$ cat src/common/mem_pkg.sv
// shared definitions for the memory subsystem of the simulation environment
// holds the address map, the request and response structs and the register offsets
// every RAM, router and register module imports this package in its header

package mem_pkg;

  // width of the RAM byte address, which gives a 4 KiB RAM by default
  localparam int RAM_ADDR_WIDTH_DEF = 12;

  // the memory-mapped registers sit in a small window far above the RAM
  localparam logic [31:0] MMIO_BASE = 32'h1000_0000;
  localparam logic [31:0] MMIO_SPAN = 32'd16;

  // number of address bits needed to pick a register inside the window
  localparam int MMIO_OFS_WIDTH = $clog2(MMIO_SPAN);

  // byte offsets of the registers relative to MMIO_BASE
  localparam logic [MMIO_OFS_WIDTH-1:0] CONSOLE_OFS = 4'h0;
  localparam logic [MMIO_OFS_WIDTH-1:0] EXIT_OFS    = 4'h4;
  localparam logic [MMIO_OFS_WIDTH-1:0] CYCLE_OFS   = 4'h8;

  // target of a data access as decoded by the router
  typedef enum logic [1:0] {
    SEL_RAM  = 2'd0,
    SEL_MMIO = 2'd1,
    SEL_NONE = 2'd2
  } mmio_sel_e;

  // instruction fetch request, the address is a plain byte address
  typedef struct packed {
    logic        en;
    logic [31:0] addr;
  } fetch_req_t;

  // data request with the usual strobes, there is no grant and no stall
  typedef struct packed {
    logic        en;
    logic        we;
    logic [3:0]  be;
    logic [31:0] addr;
    logic [31:0] wdata;
  } data_req_t;

  // data response, err comes together with rvalid for an unmapped read
  typedef struct packed {
    logic        rvalid;
    logic [31:0] rdata;
    logic        err;
  } data_rsp_t;

  // data request as the RAM sees it, with a RAM-relative byte address
  typedef struct packed {
    logic                          en;
    logic                          we;
    logic [3:0]                    be;
    logic [RAM_ADDR_WIDTH_DEF-1:0] addr;
    logic [31:0]                   wdata;
  } ram_port_t;

endpackage

$ cat src/source/data_port_router.sv
// address decoder and read-data mux for the data port
// each request goes to the RAM, to the registers or, when unmapped, nowhere
// the target is registered so the read data can be picked one cycle later

`timescale 1ns/1ps

module data_port_router
  import mem_pkg::*;
#(
  parameter int RAM_ADDR_WIDTH = RAM_ADDR_WIDTH_DEF
) (
  input  logic        clk_i,
  input  logic        rst_n_i,
  input  data_req_t   req_i,
  output data_rsp_t   rsp_o,
  output ram_port_t   ram_req_o,
  input  logic [31:0] ram_rdata_i,
  output data_req_t   mmio_req_o,
  input  logic [31:0] mmio_rdata_i
);

  // first address above the RAM, one bit wider so a 32-bit RAM still fits
  localparam logic [32:0] RAM_LIMIT  = 33'd1 << RAM_ADDR_WIDTH;
  localparam logic [32:0] MMIO_LIMIT = {1'b0, MMIO_BASE} + {1'b0, MMIO_SPAN};

  mmio_sel_e sel;
  mmio_sel_e sel_q;
  logic      rd_q;

  // the RAM sits at address zero, the register window at MMIO_BASE
  always_comb begin
    if ({1'b0, req_i.addr} < RAM_LIMIT) begin
      sel = SEL_RAM;
    end else if (req_i.addr >= MMIO_BASE && {1'b0, req_i.addr} < MMIO_LIMIT) begin
      sel = SEL_MMIO;
    end else begin
      sel = SEL_NONE;
    end
  end

  // the RAM gets its low address bits only and aligns the word itself
  always_comb begin
    ram_req_o.en    = req_i.en && (sel == SEL_RAM);
    ram_req_o.we    = req_i.we;
    ram_req_o.be    = req_i.be;
    ram_req_o.addr  = RAM_ADDR_WIDTH_DEF'(req_i.addr[RAM_ADDR_WIDTH-1:0]);
    ram_req_o.wdata = req_i.wdata;
  end

  // the registers see the whole request and decode the offset themselves
  always_comb begin
    mmio_req_o    = req_i;
    mmio_req_o.en = req_i.en && (sel == SEL_MMIO);
  end

  // remember where a read went so the response can be taken from that target
  always_ff @(posedge clk_i) begin
    if (!rst_n_i) begin
      sel_q <= SEL_NONE;
      rd_q  <= 1'b0;
    end else begin
      sel_q <= sel;
      rd_q  <= req_i.en && !req_i.we;
    end
  end

  // an unmapped read returns zero and flags err with rvalid
  always_comb begin
    rsp_o.rvalid = rd_q;
    rsp_o.err    = rd_q && (sel_q == SEL_NONE);
    case (sel_q)
      SEL_RAM:  rsp_o.rdata = ram_rdata_i;
      SEL_MMIO: rsp_o.rdata = mmio_rdata_i;
      default:  rsp_o.rdata = 32'h0000_0000;
    endcase
  end

  // RAM and registers must never both see the same request
  a_one_target: assert property (@(posedge clk_i) disable iff (!rst_n_i)
    !(ram_req_o.en && mmio_req_o.en))
    else $error("router enabled RAM and registers together");

  // every response belongs to a read issued on the edge before
  a_rvalid_after_read: assert property (@(posedge clk_i) disable iff (!rst_n_i)
    rsp_o.rvalid |-> $past(req_i.en && !req_i.we))
    else $error("router rvalid without a read one cycle earlier");

endmodule

$ cat config.mk
export PLATFORM = sky130hd
export DESIGN_NAME = data_port_router
export DESIGN_NICKNAME = d
export VERILOG_FILES = /design/src/common/mem_pkg.sv /design/src/source/data_port_router.sv
export SDC_FILE = /design/constraint.sdc
export NUM_CORES = 1
export LEC_CHECK = 0
export BUFFER_PORTS_ARGS = -buffer_cell sky130_fd_sc_hd__clkbuf_2
export CAP_MARGIN = 10
export CORE_AREA = 2 2 113 115
export CTS_CLUSTER_SIZE = 8
export DETAILED_ROUTE_END_ITERATION = 16
export DIE_AREA = 0 0 115 117
export SYNTH_ARGS = -nofsm -noshare
export SYNTH_HDL_FRONTEND = slang
export SYNTH_SLANG_ARGS = --single-unit
$ cat constraint.sdc
create_clock -name clk_i -period 1.3 [get_ports clk_i]
set_clock_uncertainty 0.05 [all_clocks]
set_input_delay 0.13 -clock clk_i [delete_from_list [all_inputs] [get_ports clk_i]]
set_output_delay 0.13 -clock clk_i [all_outputs]
set_load 0.01 [all_outputs]
==> impl_metrics.ini, run 1 <==
[routing]
wl_per_cell_um = 11.1
antenna_left = 0
wl_um = 4670
vias_per_cell = 3.45
drc = 0
drt_iter0_markers = 10
dr.pass1.iters = 3
vias = 1451

[synthesis]
syn_area_um2 = 1600
ys_seq_area_frac = 0.0376
synthFlopType = dfxtp_1
synth-seq-cells = 3
yosysUniqueCellTypes = 16
yosysWarnings = 0
syn_nets = 350
syn_avg_cell_area_um2 = 7.47
synthCells = 214
synth_edf_count = 0
ys_async_sr_fraction = 0

[floorplanning]
die_area_um2 = 13500
coreArea_um2 = 12300
dieWidth_um = 115
start_util = 0.130
rows = 41
ios = 290
fp.dieH_um = 117

[grt]
grt_max_degree = 21
overflow = 0
grt_use_total = 0.0563
grt_antenna_before_repair = 0
grt_pass1_wl_um = 5870
grt_pass1_vias = 1213

[run]
cap_violations = 0

[worst_setup_path]
worst_setup_path_start_kind = register
cp.required_ps = 1120
path_class = reg2out
crit_chain = buf_12 > buf_16 > mux2i_1 > nor2_1 > clkbuf_2
setup.worst_path.start = sel_q[0]$_SDFF_PN0_
worst-endpoint-arrival_ps = 1210
slowest_delay_ps = 380
crit_path_end_kind = output port
cpMaxStageDelayCell = dfxtp_4
crit_fanout = 5
cp-endpoint = rsp_o[9]

[sta]
maxSlewViolCount = 0
hold_violations = 0
fin_ws_ps = -86.4
relSlewSlack = 0.776
worst_pin_slew_ps = 332
finalSetupViolCount = 33
hold-worst-slack_ps = 142
rsz0062_at_grt = yes
period_minus_slack_ps = 1390
finalCritPeriodShare = 1.07
fmax_mhz = 721

[place]
portBuffers = 169
place_hpwl_um = 3730
gp_congestion = 0.721
place_ws_ps = -179

[clock_network]
cts_tree = done
path_clk_slew_ps = 30
htreeDepth = 1
clockBufferDepth = 2
numCtsBuffers = 3
ctsHoldBuffers = 0
cts_root_buf = clkbuf_16
cts_sinks = 3

[finish]
syn2layout_area_growth_pct = 29.1
final_common_cell = clkbuf_2
drive_above_1_share = 0.716
fin_nets = 408
diodes = 0
final_cell_mix = clkbuf_2 (160), nor2_1 (33), mux2i_1 (31)

[hold_path]
holdPathStages = 2
hp-class = in2reg
hold_start = req_i[60]

[power]
leakage_nw = 1.02
p_total_mw = 0.924
power.density_nw_per_um2 = 448
ir_worst_vdd_mv = 0.607

[outcome]
violations = setup timing
status = finished, violations left
==> metrics by stage <==
stage                     std cells  cell area, µm²   util  TNS [ps]
after floorplan                 214            1600      -         0
after global placement          412            1780  0.145      -376
after detailed placement        412            1780  0.145      -336
after CTS                       419            1950  0.158     -1880
after global routing            421            2060  0.168     -3590
final                           421            2060  0.168     -1350
==> synth_stat cells (2+ instances only) <==
cell type / number / share of area
buf_4: 122 / 0.57
clkbuf_1: 4 / 0.0094
dfxtp_1: 3 / 0.038
mux2i_1: 32 / 0.20
nand2_1: 3 / 0.0070
nand4b_1: 2 / 0.011
nor2_1: 33 / 0.078
nor3_1: 2 / 0.0063
nor4_1: 4 / 0.016
nor4_4: 2 / 0.027
nor4b_1: 2 / 0.011
==> cell type report <==
cell class              count  area (µm²)
fillers                  1420       10200
repair buffers            180        1050
flip-flops and latches      3        63.8
clock buffers               4        78.8
multi-input cells          83         678
well taps                 150         188
inverters                   1        3.75
==> per-layer routing <==
layer / global-route usage / up-vias / wire length, µm
met5: 0 / - / 0
met4: 0.0265 / 0 / 78
met3: 0.0185 / 19 / 539
met2: 0.103 / 120 / 2410
met1: 0.0586 / 613 / 1630
li1: - / 699 / -
==> power breakdown <==
part	leakage [nW]	switching, mW	internal, mW
clock	0.0382	0.0839	0.405
sequential	0.0252	0.00112	0.0919
combinational	0.960	0.155	0.188
==> how the worst min path moves through the flow <==
stage                     endpoint
2_1_floorplan  sel_q[1]$_SDFF_PN1_
3_3_place_gp        mmio_req_o[24]
3_5_place_dp        mmio_req_o[24]
4_1_cts        sel_q[1]$_SDFF_PN1_
5_1_grt        sel_q[1]$_SDFF_PN1_
6_report       sel_q[1]$_SDFF_PN1_
==> logic make-up (layout without fill, tap and decap cells) <==
| family | count (synthesis) | after routing | synth area share |
|---|---|---|---|
| AO/OA/AOI/OAI | 1 | 1 | 0.00548 |
| buffers and inverters | 128 | 185 | 0.588 |
| flip-flops | 3 | 3 | 0.0376 |
| multiplexers | 32 | 32 | 0.200 |
| AND/OR/NAND/NOR | 50 | 50 | 0.168 |
==> critical path: cells and delay by family (launching register included) <==
| family | cells | cell delay, ps |
|---|---|---|
| buf+inv | 3 | 370 |
| mux | 1 | 180 |
| flops | 1 | 380 |
| simple gates | 1 | 50 |
==> what timing repair did <==
| item | 4_1_cts | 5_1_grt |
|---|---|---|
| cloned | 2 | 0 |
| endpoints found under the setup margin | 34 | 34 |
| pin swaps | 2 | 8 |
| gates resized for setup | 5 | 29 |
| buffers inserted | 1 | 2 |
==> registers in the layout (all words and copies together), names as in the netlist <==
register and flops:
rd_q 1, sel_q 2
(Power assumes the default switching activity.)
==> run 2, diff against run 1 <==
--- a/config.mk
+++ b/config.mk
@@ -11,6 +11,7 @@
 export CTS_CLUSTER_SIZE = 8
 export DETAILED_ROUTE_END_ITERATION = 16
 export DIE_AREA = 0 0 115 117
+export SETUP_SLACK_MARGIN = 0.4
 export SYNTH_ARGS = -nofsm -noshare
 export SYNTH_HDL_FRONTEND = slang
 export SYNTH_SLANG_ARGS = --single-unit
==> constraint.sdc (replaced) <==
create_clock -name clk_i -period 1.6 [get_ports clk_i]
set_clock_uncertainty 0.05 [all_clocks]
set_input_delay 0.16 -clock clk_i [delete_from_list [all_inputs] [get_ports clk_i]]
set_output_delay 0.16 -clock clk_i [all_outputs]
set_load 0.01 [all_outputs]
==> run 2 against run 1 <==
Effect of this change: combinational power is 23% lower; wire length is 6.1% lower; setup slack better by 290 ps; first-iteration DRC count is 20% higher; the flow now finishes without violations; critical endpoint is now rsp_o[26]; largest power group unchanged; total power is 20% lower; sequential cell count stayed put; design area is 6.0% lower; core utilization is 1.0 points lower; count of clock-buffer cells in the layout stayed put.
==> impl_metrics.ini, run 2 (synthesized netlist as in run 1, its figures left out) <==
[outcome]
status = complete, no violations

[routing]
antenna_left = 0
vias_per_cell = 3.39
dr.pass1.iters = 4
wl_um = 4380
wl_per_cell_um = 10.6
drt_iter0_markers = 12
drc = 0
vias = 1408

[finish]
regMostFlops = sel_q
drive_above_1_share = 0.709
utilization = 0.158
fin_nets = 402
fin_cells = 415
diodes = 0
final_cell_area_um2 = 1940
reg_top3 = sel_q x2, rd_q x1
syn2layout_area_growth_pct = 21.4
final_cell_mix = clkbuf_2 (165), nor2_1 (33), mux2i_1 (31)
largest_reg_flops = 2
final_common_cell = clkbuf_2

[clock_network]
numCtsBuffers = 3
path_clk_slew_ps = 30
cts_tree = done
postCtsSetupBuffers = 0
cts_sinks = 3
clockBufferDepth = 2
cts_root_buf = clkbuf_16
htreeDepth = 1

[grt]
grt_pass1_wl_um = 5530
grt_use_total = 0.0516
grt_antenna_before_repair = 0
grt_max_degree = 21
grt_pass1_vias = 1180
overflow = 0

[sta]
worst_pin_slew_ps = 260
fin_ws_ps = 204
rsz0062_at_grt = yes
hold-worst-slack_ps = 161
maxSlewViolCount = 0
fin_setup_tns_ps = 0
hold_violations = 0
finalSetupViolCount = 0
finalCritPeriodShare = 0.873
period_minus_slack_ps = 1400
fmax_mhz = 716
relSlewSlack = 0.826

[floorplanning]
dieWidth_um = 115
start_util = 0.130
rows = 41
fp.dieH_um = 117
coreArea_um2 = 12300
die_area_um2 = 13500
ios = 290

[place]
place_hpwl_um = 3680
placed_cell_area_um2 = 1740
portBuffers = 169
place_ws_ps = 69.3
dpl.cell_count = 410
gp_congestion = 0.736

[worst_setup_path]
crit_path_end_kind = output port
cp.required_ps = 1390
worst-endpoint-arrival_ps = 1190
crit_fanout = 13
slowest_delay_ps = 390
crit_chain = buf_12 > mux2i_2 > nor2_1 > clkbuf_2
path_class = reg2out
cpMaxStageDelayCell = dfxtp_4
worst_setup_path_start_kind = register

[hold_path]
hold_start = req_i[60]
hp-class = in2reg
holdPathStages = 2
worst_hold_path.endpoint = sel_q[1]$_SDFF_PN1_

[power]
ir_worst_vdd_mv = 0.342
leakage_nw = 0.972
power.density_nw_per_um2 = 379
p_total_mw = 0.736

[run]
cap_violations = 0
[run 2: changes by cell type in the layout (fill, tap and decap cells not counted), sizes merged]
cell / change
clkbuf: +6
buf: -12
[run 2: per-layer routing]
metal / routed length (µm) / track usage
met1: 1630 / 0.0512
met2: 2180 / 0.0949
met3: 493 / 0.0185
met4: 80 / 0.0265
met5: 0 / 0
[run 2: worst max path at each step]
stage | startpoint | to | slack [ps] | depth (start not counted)
5_1_grt | sel_q[0]$_SDFF_PN0_ | rsp_o[26] | 130 | 4
4_1_cts | sel_q[0]$_SDFF_PN0_ | rsp_o[7] | 180 | 4
3_5_place_dp | req_i[50] | mmio_req_o[69] | 70 | 5
6_report | sel_q[0]$_SDFF_PN0_ | rsp_o[26] | 200 | 4
2_1_floorplan | req_i[50] | mmio_req_o[69] | 440 | 3
3_3_place_gp | req_i[50] | mmio_req_o[69] | 60 | 5
[run 2: cell type report]
class                           count  area (µm²)
Sequential cell                     3        63.8
Tap cell                          150         188
Timing Repair Buffer              174         952
Inverter                            1        3.75
Multi-Input combinational cell     83         653
Clock buffer                        4        78.8
Fill cell                        1443       10400
[run 2: critical path, delay by kind of cell (launching register included)]
kind                   cells  cell delay, ps
AND/OR/NAND/NOR            1              50
flip-flops                 1             390
multiplexers               1             220
buffers and inverters      2             290
[run 2: what timing repair did]
item,CTS,global route
pin swaps,2,2
hold buffers,0,0
endpoints found under the hold margin,0,0
endpoints found under the setup margin,35,36
gates cloned,0,1
gates resized for setup,7,17
[run 2: power by group]
group          switching, mW  internal [mW]
combinational          0.119          0.146
sequential          0.000869         0.0747
clock                 0.0669          0.329
total                  0.187          0.549
