File: src/common/mem_pkg.sv
// shared definitions for the memory subsystem of the simulation environment
// holds the address map, the request and response structs and the register offsets
// every RAM, router and register module imports this package in its header

package mem_pkg;

  // width of the RAM byte address, which gives a 4 KiB RAM by default
  localparam int RAM_ADDR_WIDTH_DEF = 12;

  // the memory-mapped registers sit in a small window far above the RAM
  localparam logic [31:0] MMIO_BASE = 32'h1000_0000;
  localparam logic [31:0] MMIO_SPAN = 32'd16;

  // number of address bits needed to pick a register inside the window
  localparam int MMIO_OFS_WIDTH = $clog2(MMIO_SPAN);

  // byte offsets of the registers relative to MMIO_BASE
  localparam logic [MMIO_OFS_WIDTH-1:0] CONSOLE_OFS = 4'h0;
  localparam logic [MMIO_OFS_WIDTH-1:0] EXIT_OFS    = 4'h4;
  localparam logic [MMIO_OFS_WIDTH-1:0] CYCLE_OFS   = 4'h8;

  // target of a data access as decoded by the router
  typedef enum logic [1:0] {
    SEL_RAM  = 2'd0,
    SEL_MMIO = 2'd1,
    SEL_NONE = 2'd2
  } mmio_sel_e;

  // instruction fetch request, the address is a plain byte address
  typedef struct packed {
    logic        en;
    logic [31:0] addr;
  } fetch_req_t;

  // data request with the usual strobes, there is no grant and no stall
  typedef struct packed {
    logic        en;
    logic        we;
    logic [3:0]  be;
    logic [31:0] addr;
    logic [31:0] wdata;
  } data_req_t;

  // data response, err comes together with rvalid for an unmapped read
  typedef struct packed {
    logic        rvalid;
    logic [31:0] rdata;
    logic        err;
  } data_rsp_t;

  // data request as the RAM sees it, with a RAM-relative byte address
  typedef struct packed {
    logic                          en;
    logic                          we;
    logic [3:0]                    be;
    logic [RAM_ADDR_WIDTH_DEF-1:0] addr;
    logic [31:0]                   wdata;
  } ram_port_t;

endpackage

File: src/periph/mmio_regs.sv
// memory-mapped registers behind the data port
// holds a console character output, a sticky test-exit register
// and a free-running cycle counter, read data comes one cycle after the request

`timescale 1ns/1ps

module mmio_regs
  import mem_pkg::*;
(
  input  logic        clk_i,
  input  logic        rst_n_i,
  input  data_req_t   req_i,
  output logic [31:0] rdata_o,
  output logic        console_valid_o,
  output logic [7:0]  console_char_o,
  output logic        exit_valid_o,
  output logic [31:0] exit_code_o
);

  logic [MMIO_OFS_WIDTH-1:0] ofs;
  logic                      console_wr;
  logic                      exit_wr;
  logic                      rd;

  logic        console_valid_q;
  logic [7:0]  console_char_q;
  logic        exit_valid_q;
  logic [31:0] exit_code_q;
  logic [31:0] cycle_q;
  logic [31:0] rdata_q;

  // the router only enables this block inside the window, so the low bits suffice
  assign ofs = req_i.addr[MMIO_OFS_WIDTH-1:0];

  // the console takes a character only when the lowest byte lane is written
  assign console_wr = req_i.en && req_i.we && (ofs == CONSOLE_OFS) && req_i.be[0];
  assign exit_wr    = req_i.en && req_i.we && (ofs == EXIT_OFS);
  assign rd         = req_i.en && !req_i.we;

  // the console strobe is a single-cycle pulse after each write
  always_ff @(posedge clk_i) begin
    if (!rst_n_i) begin
      console_valid_q <= 1'b0;
      console_char_q  <= 8'h00;
    end else begin
      console_valid_q <= console_wr;
      if (console_wr) begin
        console_char_q <= req_i.wdata[7:0];
      end
    end
  end

  // only the first exit write counts, the flag then stays set until reset
  always_ff @(posedge clk_i) begin
    if (!rst_n_i) begin
      exit_valid_q <= 1'b0;
      exit_code_q  <= 32'h0000_0000;
    end else if (exit_wr && !exit_valid_q) begin
      exit_valid_q <= 1'b1;
      exit_code_q  <= req_i.wdata;
    end
  end

  // the counter reads zero in the first cycle after reset and then counts up
  always_ff @(posedge clk_i) begin
    if (!rst_n_i) begin
      cycle_q <= 32'h0000_0000;
    end else begin
      cycle_q <= cycle_q + 32'd1;
    end
  end

  // reads sample the registers at the request edge
  // unused offsets read as zero and are not flagged
  always_ff @(posedge clk_i) begin
    if (rd) begin
      case (ofs)
        CONSOLE_OFS: rdata_q <= {24'h00_0000, console_char_q};
        EXIT_OFS:    rdata_q <= exit_code_q;
        CYCLE_OFS:   rdata_q <= cycle_q;
        default:     rdata_q <= 32'h0000_0000;
      endcase
    end
  end

  assign rdata_o         = rdata_q;
  assign console_valid_o = console_valid_q;
  assign console_char_o  = console_char_q;
  assign exit_valid_o    = exit_valid_q;
  assign exit_code_o     = exit_code_q;

  // two pulses in a row need two console writes on the two edges before
  a_console_pulse: assert property (@(posedge clk_i) disable iff (!rst_n_i)
    (console_valid_o && $past(console_valid_o)) |-> ($past(console_wr, 1) && $past(console_wr, 2)))
    else $error("console_valid_o held high without back-to-back writes");

endmodule

File: config.mk
export PLATFORM = sky130hd
export DESIGN_NAME = mmio_regs
export DESIGN_NICKNAME = d
export VERILOG_FILES = /design/src/common/mem_pkg.sv /design/src/periph/mmio_regs.sv
export SDC_FILE = /design/constraint.sdc
export NUM_CORES = 1
export LEC_CHECK = 0
export ABC_CLOCK_PERIOD_IN_PS = 3300
export BUFFER_PORTS_ARGS = -buffer_cell sky130_fd_sc_hd__buf_2
export CAP_MARGIN = 10
export CORE_ASPECT_RATIO = 0.6
export CORE_MARGIN = 2
export CORE_UTILIZATION = 50
export CTS_CLUSTER_SIZE = 20
export DETAILED_ROUTE_END_ITERATION = 6
export PLACE_DENSITY = 0.8
export SLEW_MARGIN = 25
export SYNTH_ARGS = -nofsm -noshare
export SYNTH_HDL_FRONTEND = slang
export SYNTH_SLANG_ARGS = --single-unit
File: constraint.sdc
create_clock -name clk_i -period 3.3 [get_ports clk_i]
set_input_delay 0.66 -clock clk_i [delete_from_list [all_inputs] [get_ports clk_i]]
set_output_delay 0.66 -clock clk_i [all_outputs]
set_load 0.01 [all_outputs]
==> results of run 1 <==
==> critical path, cell delays in order, from the launching register on <==
cell	delay (ps)
dfxtp_1	420
ha_1	270
nand4_2	220
or4_4	630
or4_1	430
a21oi_1	160
==> cells by family (layout without fill, tap and decap cells) <==
kind of cell | count (synthesis) | after routing | synth area share (%)
AOI/OAI and AO/OA | 86 | 86 | 12.9
xor gates and xnor gates | 11 | 11 | 2.23
adders and majority gates | 1 | 1 | 0.290
buffers and inverters | 32 | 147 | 3.10
DFF | 106 | 106 | 56.6
muxes | 16 | 16 | 3.71
and+or+nand+nor | 183 | 183 | 21.2
==> final cells by class <==
type                    instances  share of cell area [%]
repair buffers                124                    12.2
well taps                     112                    2.65
flip-flops and latches        106                    46.3
clock inverters                 6                   0.640
inverters                       7                   0.498
clock buffers                  10                    4.34
multi-input cells             297                    33.4
==> flip-flops by register name, indices dropped and copies added (netlist names) <==
signal and cells:
exit_valid_o 1, console_valid_o 1, console_char_o 8, rdata_o 32
cycle_q 32, exit_code_o 32
==> placed cells by master (no fill, tap or decap), types with 3 or more instances in the layout <==
| cell | instances |
|---|---|
| a21oi_1 | 43 |
| inv_1 | 6 |
| nand2b_1 | 8 |
| clkinv_2 | 3 |
| nand2_1 | 95 |
| o31ai_1 | 6 |
| buf_2 | 114 |
| xnor2_1 | 9 |
| nor2_1 | 23 |
| a22o_1 | 24 |
| buf_4 | 10 |
| dfxtp_1 | 74 |
| nor4_1 | 3 |
| and3_1 | 4 |
| o21ai_0 | 5 |
| nor3_1 | 3 |
| clkbuf_16 | 9 |
| or4_1 | 6 |
| mux2i_1 | 16 |
| nand4_1 | 6 |
| edfxtp_1 | 32 |
| nand3_1 | 11 |
| or3_1 | 5 |
| a22oi_1 | 8 |
| and4_1 | 4 |
==> stage by stage <==
stage          power, mW  instance area [sq um]  setup slack, ps  hold slack, ps  instances
3_3_place_gp        1.50                   5020             1040             453        646
5_1_grt             2.52                   5280              979             498        662
4_1_cts             2.46                   5280             1120             476        662
2_1_floorplan       1.44                   4320              762             441        435
3_5_place_dp        1.51                   5020              953             465        646
6_report            2.44                   5280             1090             473        662
==> worst max path at each step <==
stage	from	to	slack (ps)	cells after the start
finish	cycle_q[1]	cycle_q[20]	1090	5
global route	cycle_q[1]	cycle_q[22]	980	5
CTS	cycle_q[1]	cycle_q[18]	1120	5
detailed placement	req_i[35]	exit_code_o[22]	950	7
global placement	req_i[35]	exit_code_o[28]	1040	7
floorplan	req_i[68]	rdata_o[0]	760	1
==> layer usage <==
layer | share of wire [%] | global-route usage [%] | wire length (um)
met5 | 0 | 0 | 0
met1 | 47 | 34.5 | 5060
met2 | 43 | 32.9 | 4560
met3 | 8.9 | 7.11 | 951
met4 | 0.96 | 5.28 | 103
==> power by group through the flow <==
stage / combinational (mW) / sequential [mW] / clock [mW]
final: 0.110 / 1.37 / 0.959
after global routing: 0.120 / 1.37 / 1.03
after CTS: 0.110 / 1.37 / 0.979
after detailed placement: 0.110 / 1.40 / 0
after global placement: 0.106 / 1.40 / 0
after floorplan: 0.0417 / 1.40 / 0
==> impl_metrics.json, run 1 <==
{
  "min_path_cells": 2,
  "tritoncts": "done",
  "pin_count": 146,
  "grt_max_degree": 39,
  "vias": 3693,
  "die_w_um": 124,
  "synth.avg_cell_area_sq_um": 9.92,
  "worst-slew-pin-transition_ps": 1030,
  "antenna_found_initial": 0,
  "ys_ff_latch": 106,
  "synth_top_area_share_pct": 34.3,
  "drt-initial-drc-count": 342,
  "grt_pass1_wl_um": 16900,
  "numCtsBuffers": 9,
  "post_synth_inst_count": 435,
  "root_buffer": "clkbuf_16",
  "dr.pass1.iters": 5,
  "fin_nets": 618,
  "fill_cells": 719,
  "clkLatencyLatePin_ps": 350,
  "fmax_mhz": 452,
  "fin_setup_tns_ps": 0,
  "critPathCaptureType": "register",
  "reg2reg_to": "cycle_q[20]",
  "pwr-share-comb_pct": 4.5,
  "p_sw_mw": 0.533,
  "die_area_sq_um": 9420,
  "utilization_pct": 62.4,
  "synthArstFlopShare_pct": 0,
  "vdd_drop_max_uv": 260,
  "fin_skew_ps": 7.63,
  "routabilityCongestion": 0.838,
  "vias_per_cell": 5.58,
  "p_seq_share_pct": 56.2,
  "cts_setup_buffers": 0,
  "internal-power_mw": 1.90,
  "syn_nets": 508,
  "multi_input_area_sq_um": 1760,
  "power_leakage_nw": 2.12,
  "yosysMostFrequentCell": "nand2_1",
  "synth.area.top_cells": "dfxtp_1 (34%), edfxtp_1 (22%), nand2_1 (8.3%)",
  "timing.final.crit_share_pct": 67.0,
  "grt_usage_pct": 23.1,
  "die_h_um": 76.0,
  "synthFlopType": "dfxtp_1",
  "hp-start": "exit_code_o[21]",
  "slew_headroom_pct": 31.5,
  "timing.rr.start": "cycle_q[1]",
  "synthesis.area_sq_um": 4320,
  "critPathRequiredTime_ps": 3570,
  "cts_max_level": 3,
  "diodes": 0,
  "path_max_fanout": 16,
  "crit_path_start_kind": "register",
  "p_per_area_nw_per_um2": 461,
  "dp_hpwl_um": 7370,
  "core_sq_um": 8460,
  "cts_resized": 0,
  "p_clk_share_pct": 39.4,
  "reg2reg_slack_ps": 1090,
  "drt_wl_total_um": 10700,
  "worstSetupPathType": "reg2reg",
  "cp_data_arrival_time_ps": 2480,
  "postCtsHoldBufs": 0,
  "maxSlewViolCount": 0,
  "r2r_cells": 5,
  "grt_pass1_vias": 3392,
  "clock_path_buffers": 2,
  "synth.largest_area_cell": "dfxtp_1",
  "drc": 0,
  "yosysWarningCount": 0,
  "cts.sinks": 106,
  "seq_area_frac_synth_pct": 56.6,
  "outcome": "complete, no violations",
  "initial_core_util_pct": 51.0,
  "whs_endpoint": "exit_code_o[21]",
  "ys_top_cells_by_count": "nand2_1 (95), dfxtp_1 (74), a21oi_1 (43)",
  "portBuffers": 114,
  "finalCriticalPeriod_ps": 2210,
  "wire_per_inst_um": 16.1,
  "rsz0062_at_grt": "false",
  "swShare_pct": 21.9,
  "grt.overflow.total": 0,
  "rows": 26,
  "synth_edf_count": 32,
  "regArea_sq_um": 2440,
  "drtAntennaViolNets": 0,
  "area.growth.synth_to_final_pct": 22.3,
  "clkTransAtPathRegs_ps": 70,
  "final-setup-viol-count": 0,
  "hp-class": "reg2reg",
  "maxCapViolations": 0,
  "drive_gt1_share_pct": 27.3,
  "ys_types": 40,
  "finalHoldViolations": 0
}
(Power assumes the default switching activity.)
==> run 2: changes to the inputs <==
--- a/config.mk
+++ b/config.mk
@@ -5,7 +5,8 @@
 export SDC_FILE = /design/constraint.sdc
 export NUM_CORES = 1
 export LEC_CHECK = 0
-export ABC_CLOCK_PERIOD_IN_PS = 3300
+export ABC_AREA = 1
+export ABC_CLOCK_PERIOD_IN_PS = 2250
 export BUFFER_PORTS_ARGS = -buffer_cell sky130_fd_sc_hd__buf_2
 export CAP_MARGIN = 10
 export CORE_ASPECT_RATIO = 0.6
==> constraint.sdc (replaced) <==
create_clock -name clk_i -period 2.25 [get_ports clk_i]
set_input_delay 0.45 -clock clk_i [delete_from_list [all_inputs] [get_ports clk_i]]
set_output_delay 0.45 -clock clk_i [all_outputs]
set_load 0.01 [all_outputs]
==> run 2 against run 1 <==
  * First-iteration DRC count increased by 2.9%
  * Clock skew decreased by 1.1 ps
  * Cell area increased by 2.3%
  * Count of clock-buffer cells in the layout increased by 1
  * Global-route usage increased by 2.0 points
  * Flip-flop and latch count unchanged
  * Setup slack got worse by 530 ps
  * Cell count increased by 17%
  * Largest cell class unchanged
  * Largest power group unchanged
==> impl_metrics.json, run 2 <==
{
  "fin_ws_ps": 559,
  "ys_types": 27,
  "hp-class": "in2reg",
  "core_sq_um": 8560,
  "pin_count": 146,
  "ys_ff_latch": 106,
  "finalHoldViolations": 0,
  "worstSetupPathType": "in2reg",
  "post_synth_inst_count": 547,
  "crit_family": "simple AND/OR/NAND/NOR gates",
  "ys_top_cells_by_count": "nor2_1 (147), nand2_1 (99), dfxtp_1 (74)",
  "cts.sinks": 106,
  "grt_pass1_wl_um": 19500,
  "place_area_sq_um": 5080,
  "syn_nets": 620,
  "die_area_sq_um": 9650,
  "synth_top_area_share_pct": 33.4,
  "fin_nets": 732,
  "synthFlopType": "dfxtp_1",
  "cts_resized": 0,
  "crit_chain": "buf_2 -> nor2_2 -> nand2_1 -> nor2_4 -> nand3_2 -> clkinv_2 -> nor2_1 -> nor2_1",
  "final-setup-viol-count": 0,
  "utilization_pct": 63.1,
  "crit_top_cell": "nor2_1",
  "rsz0062_at_grt": "false",
  "yosysWarningCount": 0,
  "fin_skew_ps": 6.50,
  "synth.largest_area_cell": "dfxtp_1",
  "clock_path_buffers": 2,
  "cts_setup_buffers": 0,
  "outcome": "complete, no violations",
  "worst-slew-pin-transition_ps": 571,
  "finalCriticalPeriod_ps": 1690,
  "initial_core_util_pct": 51.8,
  "fmax_mhz": 591,
  "synthesis.area_sq_um": 4430,
  "crit_path_start_kind": "primary input",
  "root_buffer": "clkbuf_16",
  "antenna_found_initial": 0,
  "drive_gt1_share_pct": 22.0,
  "routabilityCongestion": 0.940,
  "dp_hpwl_um": 8710,
  "synthArstFlopShare_pct": 0,
  "die_w_um": 126,
  "synth_edf_count": 32,
  "drtAntennaViolNets": 0,
  "area.growth.synth_to_final_pct": 21.9,
  "vias_per_cell": 5.44,
  "grt_max_degree": 62,
  "fill_cells": 720,
  "cts_max_level": 3,
  "drt-initial-drc-count": 352,
  "clkTransAtPathRegs_ps": 70,
  "place_ws_ps": 235,
  "tritoncts": "done",
  "dp_cells": 760,
  "critical-path-max-stage-delay_ps": 500,
  "drc": 0,
  "portBuffers": 114,
  "fin_setup_tns_ps": 0,
  "drt_wl_total_um": 11900,
  "path_max_fanout": 32,
  "maxCapViolations": 0,
  "die_h_um": 76.9,
  "grt_pass1_vias": 4023,
  "layout_common_cells": "nor2_1 (146), buf_2 (114), nand2_1 (99), dfxtp_1 (74), o21ai_0 (57)",
  "seq_area_frac_synth_pct": 55.1,
  "cp_data_arrival_time_ps": 1960,
  "final_cell_area_sq_um": 5400,
  "hold_slack_ps": 345,
  "total_power_mw": 3.87,
  "wire_per_inst_um": 15.4,
  "numCtsBuffers": 9,
  "dr.pass1.iters": 5,
  "synth.avg_cell_area_sq_um": 8.10,
  "final_cells": 776,
  "p_per_area_nw_per_um2": 717,
  "final_common_cell": "nor2_1",
  "power_leakage_nw": 2.21,
  "cp_slowest_cell": "clkinv_2",
  "yosysMostFrequentCell": "nor2_1",
  "rows": 26,
  "diodes": 0,
  "vdd_drop_max_uv": 437,
  "vias": 4225,
  "critPathRequiredTime_ps": 2520,
  "grt.overflow.total": 0,
  "slew_headroom_pct": 61.9,
  "critPathCaptureType": "register",
  "worst-path-buf-inv": 2,
  "grt_usage_pct": 25.2,
  "clkLatencyLatePin_ps": 350,
  "postCtsHoldBufs": 0,
  "timing.final.crit_share_pct": 75.2,
  "synth.area.top_cells": "dfxtp_1 (33%), edfxtp_1 (22%), nor2_1 (12%)",
  "maxSlewViolCount": 0
}
run 2: cell types whose count changed in the layout (fill, tap and decap cells not counted), moves of 7 or more:
cell	previous run	this run
nand3_1	11	18
nor2_1	23	146
nand2b_1	8	0
a22o_1	24	16
xnor2_1	9	0
inv_1	6	32
nor2_2	0	7
a22oi_1	8	0
a21oi_1	43	24
o21ai_0	5	57
mux2i_1	16	0
run 2: worst paths after layout:
check                           slack [ps]  depth (start not counted)                end        from
worst min register to register         460                          1         cycle_q[0]  cycle_q[0]
worst max-delay path                   560                          8    exit_code_o[10]   req_i[33]
worst min-delay path                   350                          3  console_char_o[4]    req_i[4]
worst max register to register         560                          8        cycle_q[22]  cycle_q[0]
run 2: worst reg2reg max path: cells and delay by family (launching register included):
family	cells	cell delay, ps
adders and majority gates	1	180
DFF	1	360
and+or+nand+nor	7	1050
run 2: final cells by class:
type / instances / area [sq um] / share of cell area, %
Sequential cell: 106 / 2440 / 45.2
Multi-Input combinational cell: 387 / 1760 / 32.5
Timing Repair Buffer: 119 / 608 / 11.3
Clock buffer: 11 / 243 / 4.49
Tap cell: 112 / 140 / 2.59
Inverter: 36 / 136 / 2.52
Clock inverter: 5 / 76.3 / 1.41
run 2: where the power goes:
| part | internal [mW] | switching (mW) | leakage, nW |
|---|---|---|---|
| logic | 0.0683 | 0.113 | 1.15 |
| registers | 1.99 | 0.0161 | 0.906 |
| clock network | 1.00 | 0.678 | 0.155 |
| total | 3.06 | 0.807 | 2.21 |
run 2: metal layers:
metal,vias up,GRT usage (%),wire [um]
li1,2016,-,-
met4,0,7.89,156
met3,16,7.05,1250
met1,1983,36.1,5350
met5,-,0,0
met2,210,36.9,5170
run 2: kinds of logic (layout without fill, tap and decap cells):
family / count (synthesis) / count (layout) / synth area share [%]
xor+xnor: 2 / 2 / 0.396
compound gates: 105 / 105 / 13.7
flops: 106 / 106 / 55.1
buf+inv: 54 / 171 / 5.28
fa+ha+maj: 1 / 1 / 0.282
simple gates: 279 / 279 / 25.2
==> run 3: changes to the inputs <==
--- a/config.mk
+++ b/config.mk
@@ -5,16 +5,16 @@
 export SDC_FILE = /design/constraint.sdc
 export NUM_CORES = 1
 export LEC_CHECK = 0
-export ABC_AREA = 1
-export ABC_CLOCK_PERIOD_IN_PS = 2250
+export ABC_AREA = 0
+export ABC_CLOCK_PERIOD_IN_PS = 1550
 export BUFFER_PORTS_ARGS = -buffer_cell sky130_fd_sc_hd__buf_2
 export CAP_MARGIN = 10
 export CORE_ASPECT_RATIO = 0.6
 export CORE_MARGIN = 2
-export CORE_UTILIZATION = 50
+export CORE_UTILIZATION = 45
 export CTS_CLUSTER_SIZE = 20
 export DETAILED_ROUTE_END_ITERATION = 6
-export PLACE_DENSITY = 0.8
+export PLACE_DENSITY = 0.77
 export SLEW_MARGIN = 25
 export SYNTH_ARGS = -nofsm -noshare
 export SYNTH_HDL_FRONTEND = slang
==> constraint.sdc (replaced) <==
create_clock -name clk_i -period 1.55 [get_ports clk_i]
set_input_delay 0.31 -clock clk_i [delete_from_list [all_inputs] [get_ports clk_i]]
set_output_delay 0.31 -clock clk_i [all_outputs]
set_load 0.01 [all_outputs]
==> run 3 against run 2 <==
  * Critical path type is now reg2reg
  * Count of clock-buffer cells in the layout is the same
  * Via count shrank 8.1%
  * Largest power group unchanged
  * Sequential share of layout area shrank 3.9 points
  * The flow now finishes with violations (negative setup slack)
==> impl_metrics.json, run 3 (same netlist as run 1, synthesis figures left out) <==
{
  "hp-class": "in2reg",
  "worstSetupPathType": "reg2reg",
  "clock_path_buffers": 2,
  "dp_hpwl_um": 8600,
  "place_ws_ps": -303,
  "grt_pass1_vias": 3611,
  "crit_start": "cycle_q[1]",
  "place_area_sq_um": 5530,
  "cts.sinks": 106,
  "die_w_um": 130,
  "fmax_mhz": 554,
  "reg2reg_to": "cycle_q[18]",
  "initial_core_util_pct": 46.6,
  "cp_data_arrival_time_ps": 2090,
  "routabilityCongestion": 0.907,
  "finalHoldViolations": 0,
  "drtAntennaViolNets": 0,
  "dr.pass1.iters": 5,
  "outcome": "finished with violations",
  "critPathRequiredTime_ps": 1830,
  "clkTransAtPathRegs_ps": 70,
  "critPathCaptureType": "register",
  "final_common_cell": "buf_2",
  "root_buffer": "clkbuf_16",
  "layout_common_cells": "buf_2 (114), nand2_1 (95), dfxtp_1 (65), buf_4 (59), a21oi_1 (41)",
  "clkLatencyLatePin_ps": 350,
  "rsz0062_at_grt": "true",
  "fin_skew_ps": 9.52,
  "die_h_um": 79.9,
  "antenna_found_initial": 0,
  "timing.rr.start": "cycle_q[1]",
  "postCtsHoldBufs": 0,
  "vias": 3881,
  "fill_cells": 778,
  "grt_usage_pct": 22.9,
  "drt-initial-drc-count": 367,
  "hp-start": "req_i[22]",
  "wl_met2_um": 5210,
  "hold_slack_ps": 197,
  "grt_pass1_wl_um": 18200,
  "portBuffers": 114,
  "maxSlewViolCount": 0,
  "die_area_sq_um": 10400,
  "total_power_mw": 5.45,
  "fin_setup_tns_ps": -2120,
  "grt.overflow.total": 0,
  "min_path_cells": 3,
  "area.growth.synth_to_final_pct": 37.7,
  "finalCriticalPeriod_ps": 1810,
  "wl_met1_um": 5640,
  "whs_endpoint": "exit_code_o[22]",
  "vias_per_cell": 5.27,
  "drive_gt1_share_pct": 37.6,
  "power_leakage_nw": 2.49,
  "p_per_area_nw_per_um2": 917,
  "wire_per_inst_um": 16.2,
  "numCtsBuffers": 9,
  "r2r_cells": 5,
  "fin_nets": 674,
  "pin_count": 146,
  "multi_input_area_sq_um": 1880,
  "timing.final.crit_share_pct": 117,
  "final_cell_area_sq_um": 5940,
  "path_max_fanout": 7,
  "slew_headroom_pct": 76.3,
  "reg2reg_slack_ps": -260,
  "fin_ws_ps": -256,
  "worst-slew-pin-transition_ps": 352,
  "tritoncts": "done",
  "final-setup-viol-count": 17,
  "violations": "negative setup slack",
  "dr_wl_met3_um": 940,
  "crit_path_start_kind": "register",
  "core_sq_um": 9260,
  "rows": 27,
  "top_layer": "met4",
  "grt_max_degree": 55,
  "cts_max_level": 3,
  "regArea_sq_um": 2450,
  "drt_wl_total_um": 11900,
  "maxCapViolations": 0,
  "vdd_drop_max_uv": 547,
  "drc": 0,
  "diodes": 0
}
-- run 3: cell count changes in the layout (fill, tap and decap cells not counted), sizes merged, moves of 9 or more --
cell and change:
a21oi +19, buf +60, inv -27, mux2i +16, nor2 -132, o21ai -52
xnor2 +9
-- run 3: what timing repair did --
item | 4_1_cts | 5_1_grt
endpoints found under the setup margin | 13 | 19
gates resized for setup | 8 | 14
cloned | 1 | 0
pin swaps | 4 | 7
endpoints found under the hold margin | 0 | 0
setup buffers | 3 | 1
-- run 3: final cells by class --
class / count / area share, %
Tap cell: 130 / 2.74
Sequential cell: 106 / 41.3
Timing Repair Buffer: 179 / 18.9
Clock inverter: 5 / 0.905
Clock buffer: 11 / 4.09
Inverter: 7 / 0.442
Multi-Input combinational cell: 298 / 31.6
-- run 3: metal layers --
metal / up-vias / global-route usage, %
met5: - / 0
met4: 0 / 5.85
met1: 1824 / 32.2
met2: 161 / 35.1
met3: 10 / 6.03
li1: 1886 / -
-- run 3: metrics by stage --
step / utilization [%] / cells
after floorplan: - / 435
after global placement: 59.7 / 715
after detailed placement: 59.7 / 715
after CTS: 63.5 / 735
after global routing: 64.2 / 736
final: 64.2 / 736
-- run 3: how the worst max path moves through the flow --
stage	end	slack (ps)
3_5_place_dp	cycle_q[18]	-300
6_report	cycle_q[18]	-260
4_1_cts	cycle_q[26]	-260
5_1_grt	cycle_q[28]	-310
3_3_place_gp	cycle_q[30]	-240
2_1_floorplan	cycle_q[24]	-260
-- run 3: power breakdown --
group | leakage (nW) | switching (mW) | internal (mW)
Combinational | 1.43 | 0.167 | 0.120
Clock | 0.149 | 0.965 | 1.29
Sequential | 0.912 | 0.0199 | 2.89
Total | 2.49 | 1.15 | 4.30
-- run 3: critical path: stages (launching register included) --
cell and delay, ps:
dfxtp_2 350, ha_4 150, nand4_4 120, or4_4 550, or4_1 430, a21oi_1 150
